### config.mk
export PLATFORM = sky130hd
export DESIGN_NAME = ip_apb_wrapper
export DESIGN_NICKNAME = d
export VERILOG_FILES = /design/src/hdl/ip_apb_pkg.sv /design/src/hdl/mem2apb.sv /design/src/hdl/apb4_pwm.sv /design/src/hdl/apb4_rng.sv /design/src/hdl/ip_apb_wrapper.sv
export SDC_FILE = /design/constraint.sdc
export NUM_CORES = 1
export LEC_CHECK = 0
export ABC_AREA = 1
export BUFFER_PORTS_ARGS = -buffer_cell sky130_fd_sc_hd__buf_2
export CAP_MARGIN = 30
export CORE_MARGIN = 2
export CORE_UTILIZATION = 54
export CTS_CLUSTER_SIZE = 40
export DETAILED_ROUTE_END_ITERATION = 6
export GPL_ROUTABILITY_DRIVEN = 0
export PLACE_DENSITY = 0.77
export RECOVER_POWER = 100
export SETUP_SLACK_MARGIN = 0.1
export SKIP_CTS_REPAIR_TIMING = 1
export SLEW_MARGIN = 20
export SYNTH_ARGS = -nofsm -noshare
export SYNTH_HDL_FRONTEND = slang
export SYNTH_SLANG_ARGS = --single-unit
### constraint.sdc
create_clock -name clk_i -period 2.25 [get_ports clk_i]
set_input_delay 0.1125 -clock clk_i [delete_from_list [all_inputs] [get_ports clk_i]]
set_output_delay 0.1125 -clock clk_i [all_outputs]
set_load 0.02 [all_outputs]
### src/hdl/ip_apb_pkg.sv
// Shared definitions for the APB peripheral island
// Address map, register indices and LFSR constants
// Memory request and APB request/response structs
// Address decode union

`default_nettype none

package ip_apb_pkg;

  // Device select codes in address bits 15:12
  localparam logic [3:0] DEV_PWM = 4'd0;
  localparam logic [3:0] DEV_RNG = 4'd1;

  // PWM register indices
  localparam logic [3:0] PWM_CTRL = 4'd0;
  localparam logic [3:0] PWM_PSC  = 4'd1;
  localparam logic [3:0] PWM_ARR  = 4'd2;
  localparam logic [3:0] PWM_CMP  = 4'd3;
  localparam logic [3:0] PWM_STAT = 4'd4;

  // PWM CTRL bit positions
  localparam int PWM_CTRL_EN_BIT = 0;
  localparam int PWM_CTRL_IE_BIT = 1;

  // RNG register indices
  localparam logic [3:0] RNG_SEED = 4'd0;
  localparam logic [3:0] RNG_DATA = 4'd1;

  // Galois feedback mask and reset state of the LFSR
  localparam logic [31:0] LFSR_POLY        = 32'h8020_0003;
  localparam logic [31:0] RNG_DEFAULT_SEED = 32'h0000_0001;

  // Field view of a peripheral address
  typedef struct packed {
    logic [15:0] upper;
    logic [3:0]  dev;
    logic [5:0]  reserved;
    logic [3:0]  reg_idx;
    logic [1:0]  byte_off;
  } mmio_fields_t;

  // Same address seen as a raw word or as fields
  typedef union packed {
    logic [31:0]  word;
    mmio_fields_t f;
  } mmio_addr_u;

  typedef struct packed {
    logic [31:0] addr;
    logic        we;
    logic [31:0] wdata;
  } mem_req_t;

  // Shared by both peripherals, psel travels on its own
  typedef struct packed {
    logic [31:0] paddr;
    logic        pwrite;
    logic        penable;
    logic [31:0] pwdata;
  } apb_req_t;

  typedef struct packed {
    logic [31:0] prdata;
    logic        pready;
    logic        pslverr;
  } apb_rsp_t;

endpackage

`default_nettype wire

### src/hdl/mem2apb.sv
// Memory port to APB4 bridge
// Request capture, address decode, setup/access sequencer
// and the response mux back to the memory side

`timescale 1ns/10ps
`default_nettype none

module mem2apb (
  input  logic                 clk_i,
  input  logic                 rst_n_i,
  input  logic                 mem_valid_i,
  input  ip_apb_pkg::mem_req_t mem_req_i,
  output logic                 mem_ready_o,
  output logic [31:0]          mem_rdata_o,
  output logic                 mem_err_o,
  output ip_apb_pkg::apb_req_t apb_req_o,
  output logic                 psel_pwm_o,
  output logic                 psel_rng_o,
  input  ip_apb_pkg::apb_rsp_t pwm_rsp_i,
  input  ip_apb_pkg::apb_rsp_t rng_rsp_i
);

  import ip_apb_pkg::*;

  typedef enum logic [1:0] {
    IDLE   = 2'd0,
    SETUP  = 2'd1,
    ACCESS = 2'd2
  } state_e;

  state_e     state_q;
  state_e     state_d;
  mem_req_t   req_q;
  mmio_addr_u addr;
  logic       hit_pwm;
  logic       hit_rng;
  logic       unmapped;
  logic       psel_active;
  logic       xfer_done;
  apb_rsp_t   sel_rsp;

  // Request is taken when the FSM leaves IDLE
  always_ff @(posedge clk_i) begin
    if (state_q == IDLE && mem_valid_i) begin
      req_q <= mem_req_i;
    end
  end

  assign addr.word = req_q.addr;

  // Anything above bit 15 or an unknown device code is unmapped
  always_comb begin
    hit_pwm  = (addr.f.upper == '0) && (addr.f.dev == DEV_PWM);
    hit_rng  = (addr.f.upper == '0) && (addr.f.dev == DEV_RNG);
    unmapped = !(hit_pwm || hit_rng);
  end

  // Unmapped accesses are answered here with an error
  always_comb begin
    sel_rsp         = '0;
    sel_rsp.pready  = 1'b1;
    sel_rsp.pslverr = 1'b1;
    if (hit_pwm) begin
      sel_rsp = pwm_rsp_i;
    end else if (hit_rng) begin
      sel_rsp = rng_rsp_i;
    end
  end

  assign xfer_done = (state_q == ACCESS) && sel_rsp.pready;

  always_comb begin
    state_d = state_q;
    case (state_q)
      IDLE: begin
        if (mem_valid_i) begin
          state_d = SETUP;
        end
      end
      SETUP:   state_d = ACCESS;
      ACCESS: begin
        if (sel_rsp.pready) begin
          state_d = IDLE;
        end
      end
      default: state_d = IDLE;
    endcase
  end

  always_ff @(posedge clk_i or negedge rst_n_i) begin
    if (!rst_n_i) begin
      state_q <= IDLE;
    end else begin
      state_q <= state_d;
    end
  end

  // APB side
  assign psel_active       = (state_q == SETUP) || (state_q == ACCESS);
  assign psel_pwm_o        = psel_active && hit_pwm;
  assign psel_rng_o        = psel_active && hit_rng;
  assign apb_req_o.paddr   = addr.word;
  assign apb_req_o.pwrite  = req_q.we;
  assign apb_req_o.penable = (state_q == ACCESS) && !unmapped;
  assign apb_req_o.pwdata  = req_q.wdata;

  // Memory response, only meaningful in the completing cycle
  assign mem_ready_o = xfer_done;
  assign mem_rdata_o = xfer_done ? sel_rsp.prdata : 32'd0;
  assign mem_err_o   = xfer_done && sel_rsp.pslverr;

endmodule

`default_nettype wire

### src/hdl/apb4_pwm.sv
// APB4 PWM timer
// Prescaler, period counter, compare output and sticky overflow interrupt

`timescale 1ns/10ps
`default_nettype none

module apb4_pwm (
  input  logic                 clk_i,
  input  logic                 rst_n_i,
  input  logic                 psel_i,
  input  ip_apb_pkg::apb_req_t apb_req_i,
  output ip_apb_pkg::apb_rsp_t apb_rsp_o,
  output logic                 pwm_o,
  output logic                 irq_o
);

  import ip_apb_pkg::*;

  mmio_addr_u  addr;
  logic        apb_wr;
  logic        en;
  logic        tick;
  logic        wrap;
  logic        stat_clr;
  logic [1:0]  ctrl_q;
  logic [15:0] psc_q;
  logic [15:0] arr_q;
  logic [15:0] cmp_q;
  logic        ovf_q;
  logic [15:0] psc_cnt_q;
  logic [15:0] cnt_q;

  assign addr.word = apb_req_i.paddr;
  assign apb_wr    = psel_i && apb_req_i.penable && apb_req_i.pwrite;
  assign en        = ctrl_q[PWM_CTRL_EN_BIT];

  // Config registers, written at the end of the access phase
  always_ff @(posedge clk_i or negedge rst_n_i) begin
    if (!rst_n_i) begin
      ctrl_q <= '0;
      psc_q  <= '0;
      arr_q  <= '0;
      cmp_q  <= '0;
    end else if (apb_wr) begin
      case (addr.f.reg_idx)
        PWM_CTRL: ctrl_q <= apb_req_i.pwdata[1:0];
        PWM_PSC:  psc_q  <= apb_req_i.pwdata[15:0];
        PWM_ARR:  arr_q  <= apb_req_i.pwdata[15:0];
        PWM_CMP:  cmp_q  <= apb_req_i.pwdata[15:0];
        default:  ;
      endcase
    end
  end

  // >= keeps the counters sane if a limit shrinks below the count
  assign tick = en && (psc_cnt_q >= psc_q);
  assign wrap = tick && (cnt_q >= arr_q);

  // Counters restart from zero whenever the timer is disabled
  always_ff @(posedge clk_i or negedge rst_n_i) begin
    if (!rst_n_i) begin
      psc_cnt_q <= '0;
      cnt_q     <= '0;
    end else if (!en) begin
      psc_cnt_q <= '0;
      cnt_q     <= '0;
    end else if (tick) begin
      psc_cnt_q <= '0;
      cnt_q     <= wrap ? 16'd0 : cnt_q + 16'd1;
    end else begin
      psc_cnt_q <= psc_cnt_q + 16'd1;
    end
  end

  // Sticky overflow, a new wrap wins over a clear in the same cycle
  assign stat_clr = apb_wr && (addr.f.reg_idx == PWM_STAT) && apb_req_i.pwdata[0];

  always_ff @(posedge clk_i or negedge rst_n_i) begin
    if (!rst_n_i) begin
      ovf_q <= 1'b0;
    end else if (wrap) begin
      ovf_q <= 1'b1;
    end else if (stat_clr) begin
      ovf_q <= 1'b0;
    end
  end

  assign pwm_o = en && (cnt_q < cmp_q);
  assign irq_o = ovf_q && ctrl_q[PWM_CTRL_IE_BIT];

  // Read mux, no wait states
  always_comb begin
    apb_rsp_o         = '0;
    apb_rsp_o.pready  = 1'b1;
    case (addr.f.reg_idx)
      PWM_CTRL: apb_rsp_o.prdata = {30'd0, ctrl_q};
      PWM_PSC:  apb_rsp_o.prdata = {16'd0, psc_q};
      PWM_ARR:  apb_rsp_o.prdata = {16'd0, arr_q};
      PWM_CMP:  apb_rsp_o.prdata = {16'd0, cmp_q};
      PWM_STAT: apb_rsp_o.prdata = {31'd0, ovf_q};
      default:  apb_rsp_o.prdata = 32'd0;
    endcase
  end

endmodule

`default_nettype wire

### src/hdl/apb4_rng.sv
// APB4 random-number generator
// Seed register and a 32-bit Galois LFSR stepped on each data read

`timescale 1ns/10ps
`default_nettype none

module apb4_rng (
  input  logic                 clk_i,
  input  logic                 rst_n_i,
  input  logic                 psel_i,
  input  ip_apb_pkg::apb_req_t apb_req_i,
  output ip_apb_pkg::apb_rsp_t apb_rsp_o
);

  import ip_apb_pkg::*;

  mmio_addr_u  addr;
  logic        apb_wr;
  logic        apb_rd;
  logic [31:0] seed_load;
  logic [31:0] seed_q;
  logic [31:0] lfsr_q;

  // One Galois step, shift right and fold in the mask on a 1
  function automatic logic [31:0] lfsr_step(input logic [31:0] cur);
    logic [31:0] nxt;
    nxt = cur >> 1;
    if (cur[0]) begin
      nxt = nxt ^ LFSR_POLY;
    end
    return nxt;
  endfunction

  assign addr.word = apb_req_i.paddr;
  assign apb_wr    = psel_i && apb_req_i.penable && apb_req_i.pwrite;
  assign apb_rd    = psel_i && apb_req_i.penable && !apb_req_i.pwrite;

  // All-zero state would lock up the LFSR
  assign seed_load = (apb_req_i.pwdata == 32'd0) ? RNG_DEFAULT_SEED : apb_req_i.pwdata;

  always_ff @(posedge clk_i or negedge rst_n_i) begin
    if (!rst_n_i) begin
      seed_q <= RNG_DEFAULT_SEED;
      lfsr_q <= RNG_DEFAULT_SEED;
    end else if (apb_wr && addr.f.reg_idx == RNG_SEED) begin
      seed_q <= seed_load;
      lfsr_q <= seed_load;
    end else if (apb_rd && addr.f.reg_idx == RNG_DATA) begin
      lfsr_q <= lfsr_step(lfsr_q);
    end
  end

  // DATA returns the state before this read's step
  always_comb begin
    apb_rsp_o        = '0;
    apb_rsp_o.pready = 1'b1;
    case (addr.f.reg_idx)
      RNG_SEED: apb_rsp_o.prdata = seed_q;
      RNG_DATA: apb_rsp_o.prdata = lfsr_q;
      default:  apb_rsp_o.prdata = 32'd0;
    endcase
  end

endmodule

`default_nettype wire

### src/hdl/ip_apb_wrapper.sv
// Top of the APB peripheral island
// Memory-to-APB bridge, PWM timer and RNG

`timescale 1ns/10ps
`default_nettype none

module ip_apb_wrapper (
  input  logic                 clk_i,
  input  logic                 rst_n_i,
  input  logic                 mem_valid_i,
  input  ip_apb_pkg::mem_req_t mem_req_i,
  output logic                 mem_ready_o,
  output logic [31:0]          mem_rdata_o,
  output logic                 mem_err_o,
  output logic                 pwm_o,
  output logic                 irq_o
);

  import ip_apb_pkg::*;

  apb_req_t apb_req;
  apb_rsp_t pwm_rsp;
  apb_rsp_t rng_rsp;
  logic     psel_pwm;
  logic     psel_rng;

  mem2apb u_mem2apb (
    .clk_i      (clk_i),
    .rst_n_i    (rst_n_i),
    .mem_valid_i(mem_valid_i),
    .mem_req_i  (mem_req_i),
    .mem_ready_o(mem_ready_o),
    .mem_rdata_o(mem_rdata_o),
    .mem_err_o  (mem_err_o),
    .apb_req_o  (apb_req),
    .psel_pwm_o (psel_pwm),
    .psel_rng_o (psel_rng),
    .pwm_rsp_i  (pwm_rsp),
    .rng_rsp_i  (rng_rsp)
  );

  // PWM also drives the island interrupt
  apb4_pwm u_apb4_pwm (
    .clk_i    (clk_i),
    .rst_n_i  (rst_n_i),
    .psel_i   (psel_pwm),
    .apb_req_i(apb_req),
    .apb_rsp_o(pwm_rsp),
    .pwm_o    (pwm_o),
    .irq_o    (irq_o)
  );

  apb4_rng u_apb4_rng (
    .clk_i    (clk_i),
    .rst_n_i  (rst_n_i),
    .psel_i   (psel_rng),
    .apb_req_i(apb_req),
    .apb_rsp_o(rng_rsp)
  );

endmodule

`default_nettype wire

## After elaboration in Yosys (flattened, before gate mapping)

Index checks and enable logic that the tools add are counted.

| word-level totals | value |
|---|---|
| word-level logic and storage cells | 84 |
| flip-flop bits (word level) | 214 |
| input port bits | 68 |

| cells by class | value |
|---|---|
| muxes and demuxes | 19 |
| reductions and logical operators | 36 |
| bitwise operators | 1 |
| order comparisons | 3 |
| $add $sub $neg | 2 |
| equality and inequality tests | 10 |

Operators by type and width:

| cell | number |
|---|---|
| 2-to-1 mux 32 bit | 5 |
| 2-to-1 mux 16 bit | 5 |
| case mux 16 bit (5 select lines) | 1 |
| 2-to-1 mux 34 bit | 2 |
| case mux 32 bit (2 select lines) | 1 |
| adder 16 x 1 -> 16 bit (second input constant) | 2 |
| >= comparator 16 bit | 2 |
| zero test 32 bit | 1 |
| logical AND 1 bit | 21 |
| zero test 16 bit | 1 |
| less-than comparator 16 bit | 1 |
| AND reduction 2 bit | 5 |
| equality test 4 x 1 -> 1 bit (second input constant) | 2 |
| equality test 4 x 2 -> 1 bit (second input constant) | 2 |
| zero test 4 bit | 2 |
| case mux 2 bit (3 select lines) | 1 |
| equality test 4 x 3 -> 1 bit (second input constant) | 1 |
| 2-to-1 mux 2 bit | 2 |
| != test 2 x 1 -> 1 bit (second input constant) | 2 |
| NOT 3 -> 4 bit | 1 |
| nonzero test 2 bit | 2 |
| equality test 2 x 1 -> 1 bit (second input constant) | 1 |
| equality test 2 bit (second input constant) | 1 |
| zero test 2 bit | 1 |
| 4 further kinds | 6 |

## Longest topological paths before layout

| depth | value |
|---|---|
| depth after elaboration | 10 |
| mapped depth | 15 |

## Hierarchy

A second synthesis with hierarchy kept.

| second synthesis, totals | value |
|---|---|
| cell total of the unflattened synthesis | 1298 |
| area, all modules | 11647.4 sq um |

Modules (own cells, without submodules):

| module | cells an instance | seq. area each (sq um) | instances | area an instance (sq um) |
|---|---|---|---|---|
| apb4_pwm | 695 | 2077.0 | 1 | 5521.5 |
| apb4_rng | 373 | 1604.0 | 1 | 3235.6 |
| mem2apb | 230 | 2001.9 | 1 | 2890.3 |

## Worst setup path after synthesis

Ideal clock, no wire load.

| path | value |
|---|---|
| path type | reg2reg |
| from | register u_mem2apb.state_q[0] |
| to | register u_mem2apb.req_q (netlist bit u_mem2apb.addr[12]), enable pin |
| stages on the path, launching flop included | 5 |
| setup slack | 57 ps |
| required time | 1839 ps |
| path buffers | 0 |
| library setup time | 411 ps |
| arrival time | 1782 ps |
| path through | dfrtp_1 > inv_1 > ha_1 > nand2_1 > inv_1 |

| on the way | value |
|---|---|
| cells in the longest elaborated chain, start to end | 2 |

RTL lines:

| item | line | text |
|---|---|---|
| start, declared | mem2apb.sv:31 | `state_e state_q;` |
| start signal, assigned | mem2apb.sv:94 | `state_q <= state_d;` |
| zero test 2 bit | mem2apb.sv:44 | `if (state_q == IDLE && mem_valid_i) begin` |
| logical AND 1 bit | mem2apb.sv:44 |  |
| end signal, assigned | mem2apb.sv:45 | `req_q <= mem_req_i;` |
| end, declared | mem2apb.sv:33 | `mem_req_t req_q;` |

No other way between the ends.
A chain may end at the register's enable or synchronous reset.

## Final worst setup path

| path | value |
|---|---|
| from | register u_mem2apb.req_q (netlist bit u_mem2apb.addr[13]) |
| to | output mem_rdata_o[5] |

| on the way | value |
|---|---|
| cells in the longest elaborated chain, start to end | 5 |

RTL lines:

| item | line | text |
|---|---|---|
| equality test 4 x 1 -> 1 bit / zero test 4 bit (equally long branches) | mem2apb.sv:54, mem2apb.sv:53 |  |
| logical AND 1 bit, on equally long branches | mem2apb.sv:54, mem2apb.sv:53 |  |
| 2-to-1 mux 34 bit, on equally long branches | mem2apb.sv:65, mem2apb.sv:63 |  |
| 2-to-1 mux 34 bit (*) | mem2apb.sv:63 | `if (hit_pwm) begin` |
| 2-to-1 mux 32 bit (*) | mem2apb.sv:109 | `assign mem_rdata_o = xfer_done ? sel_rsp.prdata : 32'd0;` |
| end, declared | ip_apb_wrapper.sv:13 | `output logic [31:0] mem_rdata_o,` |

Every way passes the cells marked *; elsewhere a longest branch is shown, timed or not.

==> run_results.csv <==
group,metric,value,unit
logic_synthesis,yosysWarnings,0,
clocking,cts_max_level,1,
grt,grt_pass1_vias,8827,
routing,drt_pass1_iterations,5,
layout,n_antenna_cell,0,
critical_path,start_kind,"flip-flop",
logic_synthesis,synth_xor_area_share,2.378,%
power_and_ir_drop,peakVddDrop,624.3,uV
logic_synthesis,synthTopCellsByCount,"344 x nand2_1, 147 x dfrtp_1, 135 x inv_1",
critical_path,critPathKind,"flip-flop to primary output",
grt,antenna_found_initial,0,
die,dieArea,21620,sq um
die,start_util,54.78,%
power_and_ir_drop,p_leak,0.006391,uW
layout,layout-drive-gt1-share,20.64,%
clocking,worstSkewPairLatency,0.53,ns
layout,final_util,70.04,%
sta,tightestPinTransition,1.726,ns
sta,fmaxAchievable,399.8,MHz
logic_synthesis,yosysUniqueCellTypes,43,
sta,hold_viol,0,
run,maxCapViolCount,1,
logic_synthesis,synth_top_family_by_area,"simple AND/OR/NAND/NOR gates",
logic_synthesis,synth_flop_cell,"dfrtp_1",
grt,grt_max_degree,66,
logic_synthesis,synthTopCellsByArea,"dfrtp_1 33%, edfxtp_1 15%, nand2_1 12%, ha_1 6.0%, inv_1 4.6%",
routing,vias_per_cell,5.656,
clocking,clk_pin_slew,0.07,ns
routing,vias,9994,
sta,setup_viol,32,
placed_design,portBuffers,95,
die,core-area,20170,sq um
routing,ant_nets,0,
routing,postRouteWirelength,31.58,mm
logic_synthesis,yosys.area.top_type,"dfrtp_1",
logic_synthesis,synth_adder_area_share,6.002,%
grt,grt_usage,24.95,%
run_status,outcome,"finished, violations left",
logic_synthesis,synth_cells,1273,
logic_synthesis,synth_compound_gate_area_share,9.445,%
routing,dr.first_iter.drc_count,970,
grt,overflow,0,
layout,n_fill_cell,1423,
die,die_height,147.0,microns
die,ios,104,
run_status,violations,"max-capacitance violations, max-slew violations, negative setup slack",
die,placementRows,52,
sta,rsz0062_at_grt,"yes",
clocking,cts_buffers,23,
clocking,cts_tree,"built",
clocking,cts_sinks,206,
logic_synthesis,yosysMostFrequentCell,"nand2_1",
worst_hold_path,hp-class,"primary input to flip-flop",
worst_hold_path,worst_hold_path.num_cells,2,
logic_synthesis,synth-edff-count,57,
logic_synthesis,synth_top_area_share,33.30,%
logic_synthesis,synth.yosys.seq_area_share,49.26,%
sta,setup_slack,-0.2514,ns
sta,fin_crit_sh,111.2,%
sta,maxSlewViolCount,35,
critical_path,cp.arrival,2.39,ns
logic_synthesis,synth-seq-cells,206,
placed_design,dpl_cell_area,11940,sq um
logic_synthesis,syn_area,11050,sq um
routing,drc,0,
die,die_x,147.0,microns
routing,wire_per_inst,17.87,microns
clocking,cts_buffer_depth,3,
critical_path,cp-end-kind,"primary output",
sta,skew,0.01618,ns
critical_path,crit_required,2.14,ns
sta,slew_headroom,-15.10,%
power_and_ir_drop,power_density,631.2,nW/um^2
grt,grt_pass1_wl,43.72,mm
layout,finalNonFillerCells,1767,
placed_design,dpl.cell_count,1628,
layout,final_cell_area,14130,sq um
logic_synthesis,async_flop_share,72.33,%
sta,fin_crit,2.501,ns
logic_synthesis,synth_nets,1394,
clocking,clockRootBuffer,"clkbuf_16",
logic_synthesis,yosys.area_share.simple,25.39,%
logic_synthesis,synth_mux_area_share,0,%
critical_path,critPathMaxFanout,14,
layout,area_growth,27.86,%
placed_design,hpwl,18.98,mm
logic_synthesis,syn_area_per_cell,8.679,sq um
layout,fin_nets,1601,
critical_path,r2r_cells,10,
-- final timing paths --
path	slack, ns	startpoint	to
max	-0.25	u_mem2apb.addr[13]	mem_rdata_o[5]
min	0.28	mem_req_i[56]	u_mem2apb.addr[23]
max reg2reg	-0.02	u_mem2apb.state_q[0]	u_apb4_rng.lfsr_q[1]
min reg2reg	0.47	u_apb4_rng.seed_q[15]	u_apb4_rng.seed_q[15]
max in group asynchronous	0.27	rst_n_i	u_apb4_pwm.cmp_q[10]
min in group asynchronous	0.72	rst_n_i	u_apb4_pwm.psc_cnt_q[3]
-- sequential cells by signal, indices dropped and copies added, names as in the netlist --
name and cells:
u_mem2apb.apb_req_o 33, u_apb4_rng.lfsr_q 32, u_apb4_rng.seed_q 32, u_mem2apb.addr 24
u_apb4_pwm.arr_q 16, u_apb4_pwm.cmp_q 16, u_apb4_pwm.cnt_q 16, u_apb4_pwm.psc_cnt_q 16
u_apb4_pwm.psc_q 16, u_apb4_pwm.ctrl_q 2, u_mem2apb.state_q 2, u_apb4_pwm.ovf_q 1
-- cell families after synthesis --
| logic type | count (synthesis) |
|---|---|
| buf+inv | 191 |
| xor+xnor | 30 |
| compound gates | 180 |
| flops | 206 |
| fa+ha+maj | 53 |
| simple gates | 613 |
-- per-layer routing --
metal	vias to the layer above	GRT usage (%)	part of all wire, %
li1	4640	-	-
met1	4784	32.97	39
met2	466	42.32	50
met3	104	3.571	6.6
met4	0	9.038	4.1
met5	-	0	0
-- layout by cell type (no fill, tap or decap), types with 25 or more instances in the layout --
master	n
ha_1	47
o21ai_1	44
nand3_1	76
inv_1	132
o21ai_2	25
buf_2	58
edfxtp_1	57
buf_4	76
nand4_1	47
dfrtp_1	145
o21ai_0	28
nand2_1	336
dlygate4sd3_1	59
nor2_1	94
-- cell type report --
type	count	area, sq um	share of cell area, %
Timing Repair Buffer	230	1884	13.34
Inverter	139	551.8	3.906
Timing Repair inverter	2	21.27	0.1506
Sequential cell	206	5445	38.55
Multi-Input combinational cell	878	5159	36.52
Clock inverter	8	80.08	0.5669
Clock buffer	34	646.9	4.579
Tap cell	270	337.8	2.392
-- power by group --
part / internal (uW) / leakage (uW) / switching [uW] / total [uW]
combinational: 283 / 0.00344 / 699 / 982
clock: 2120 / 0.000353 / 1550 / 3660
sequential: 4140 / 0.00260 / 127 / 4270
total: 6540 / 0.00639 / 2370 / 8920
-- critical path, cell delays in order (launching register included) --
cell and delay (ns):
edfxtp_1 0.40, nor3_4 0.34, nand2_4 0.11, nor2_8 0.15
nand2_4 0.08, nor2_4 0.11, buf_12 0.15, o21ai_0 0.12
a21oi_2 0.23, buf_6 0.15
-- stage by stage --
step	hold WS, ns	total power, uW	TNS (ns)	worst slack [ns]
2_1_floorplan	-0.1831	4765	0	0.1135
3_3_place_gp	0.04501	5104	0	0.04338
3_5_place_dp	0.04286	5133	-0.4383	-0.05086
4_1_cts	-0.5056	8746	-8.322	-0.3516
5_1_grt	0.2823	9198	-10.88	-0.3306
6_report	0.2839	8917	-4.383	-0.2514
Note: power is estimated with default switching activity, not from simulation.
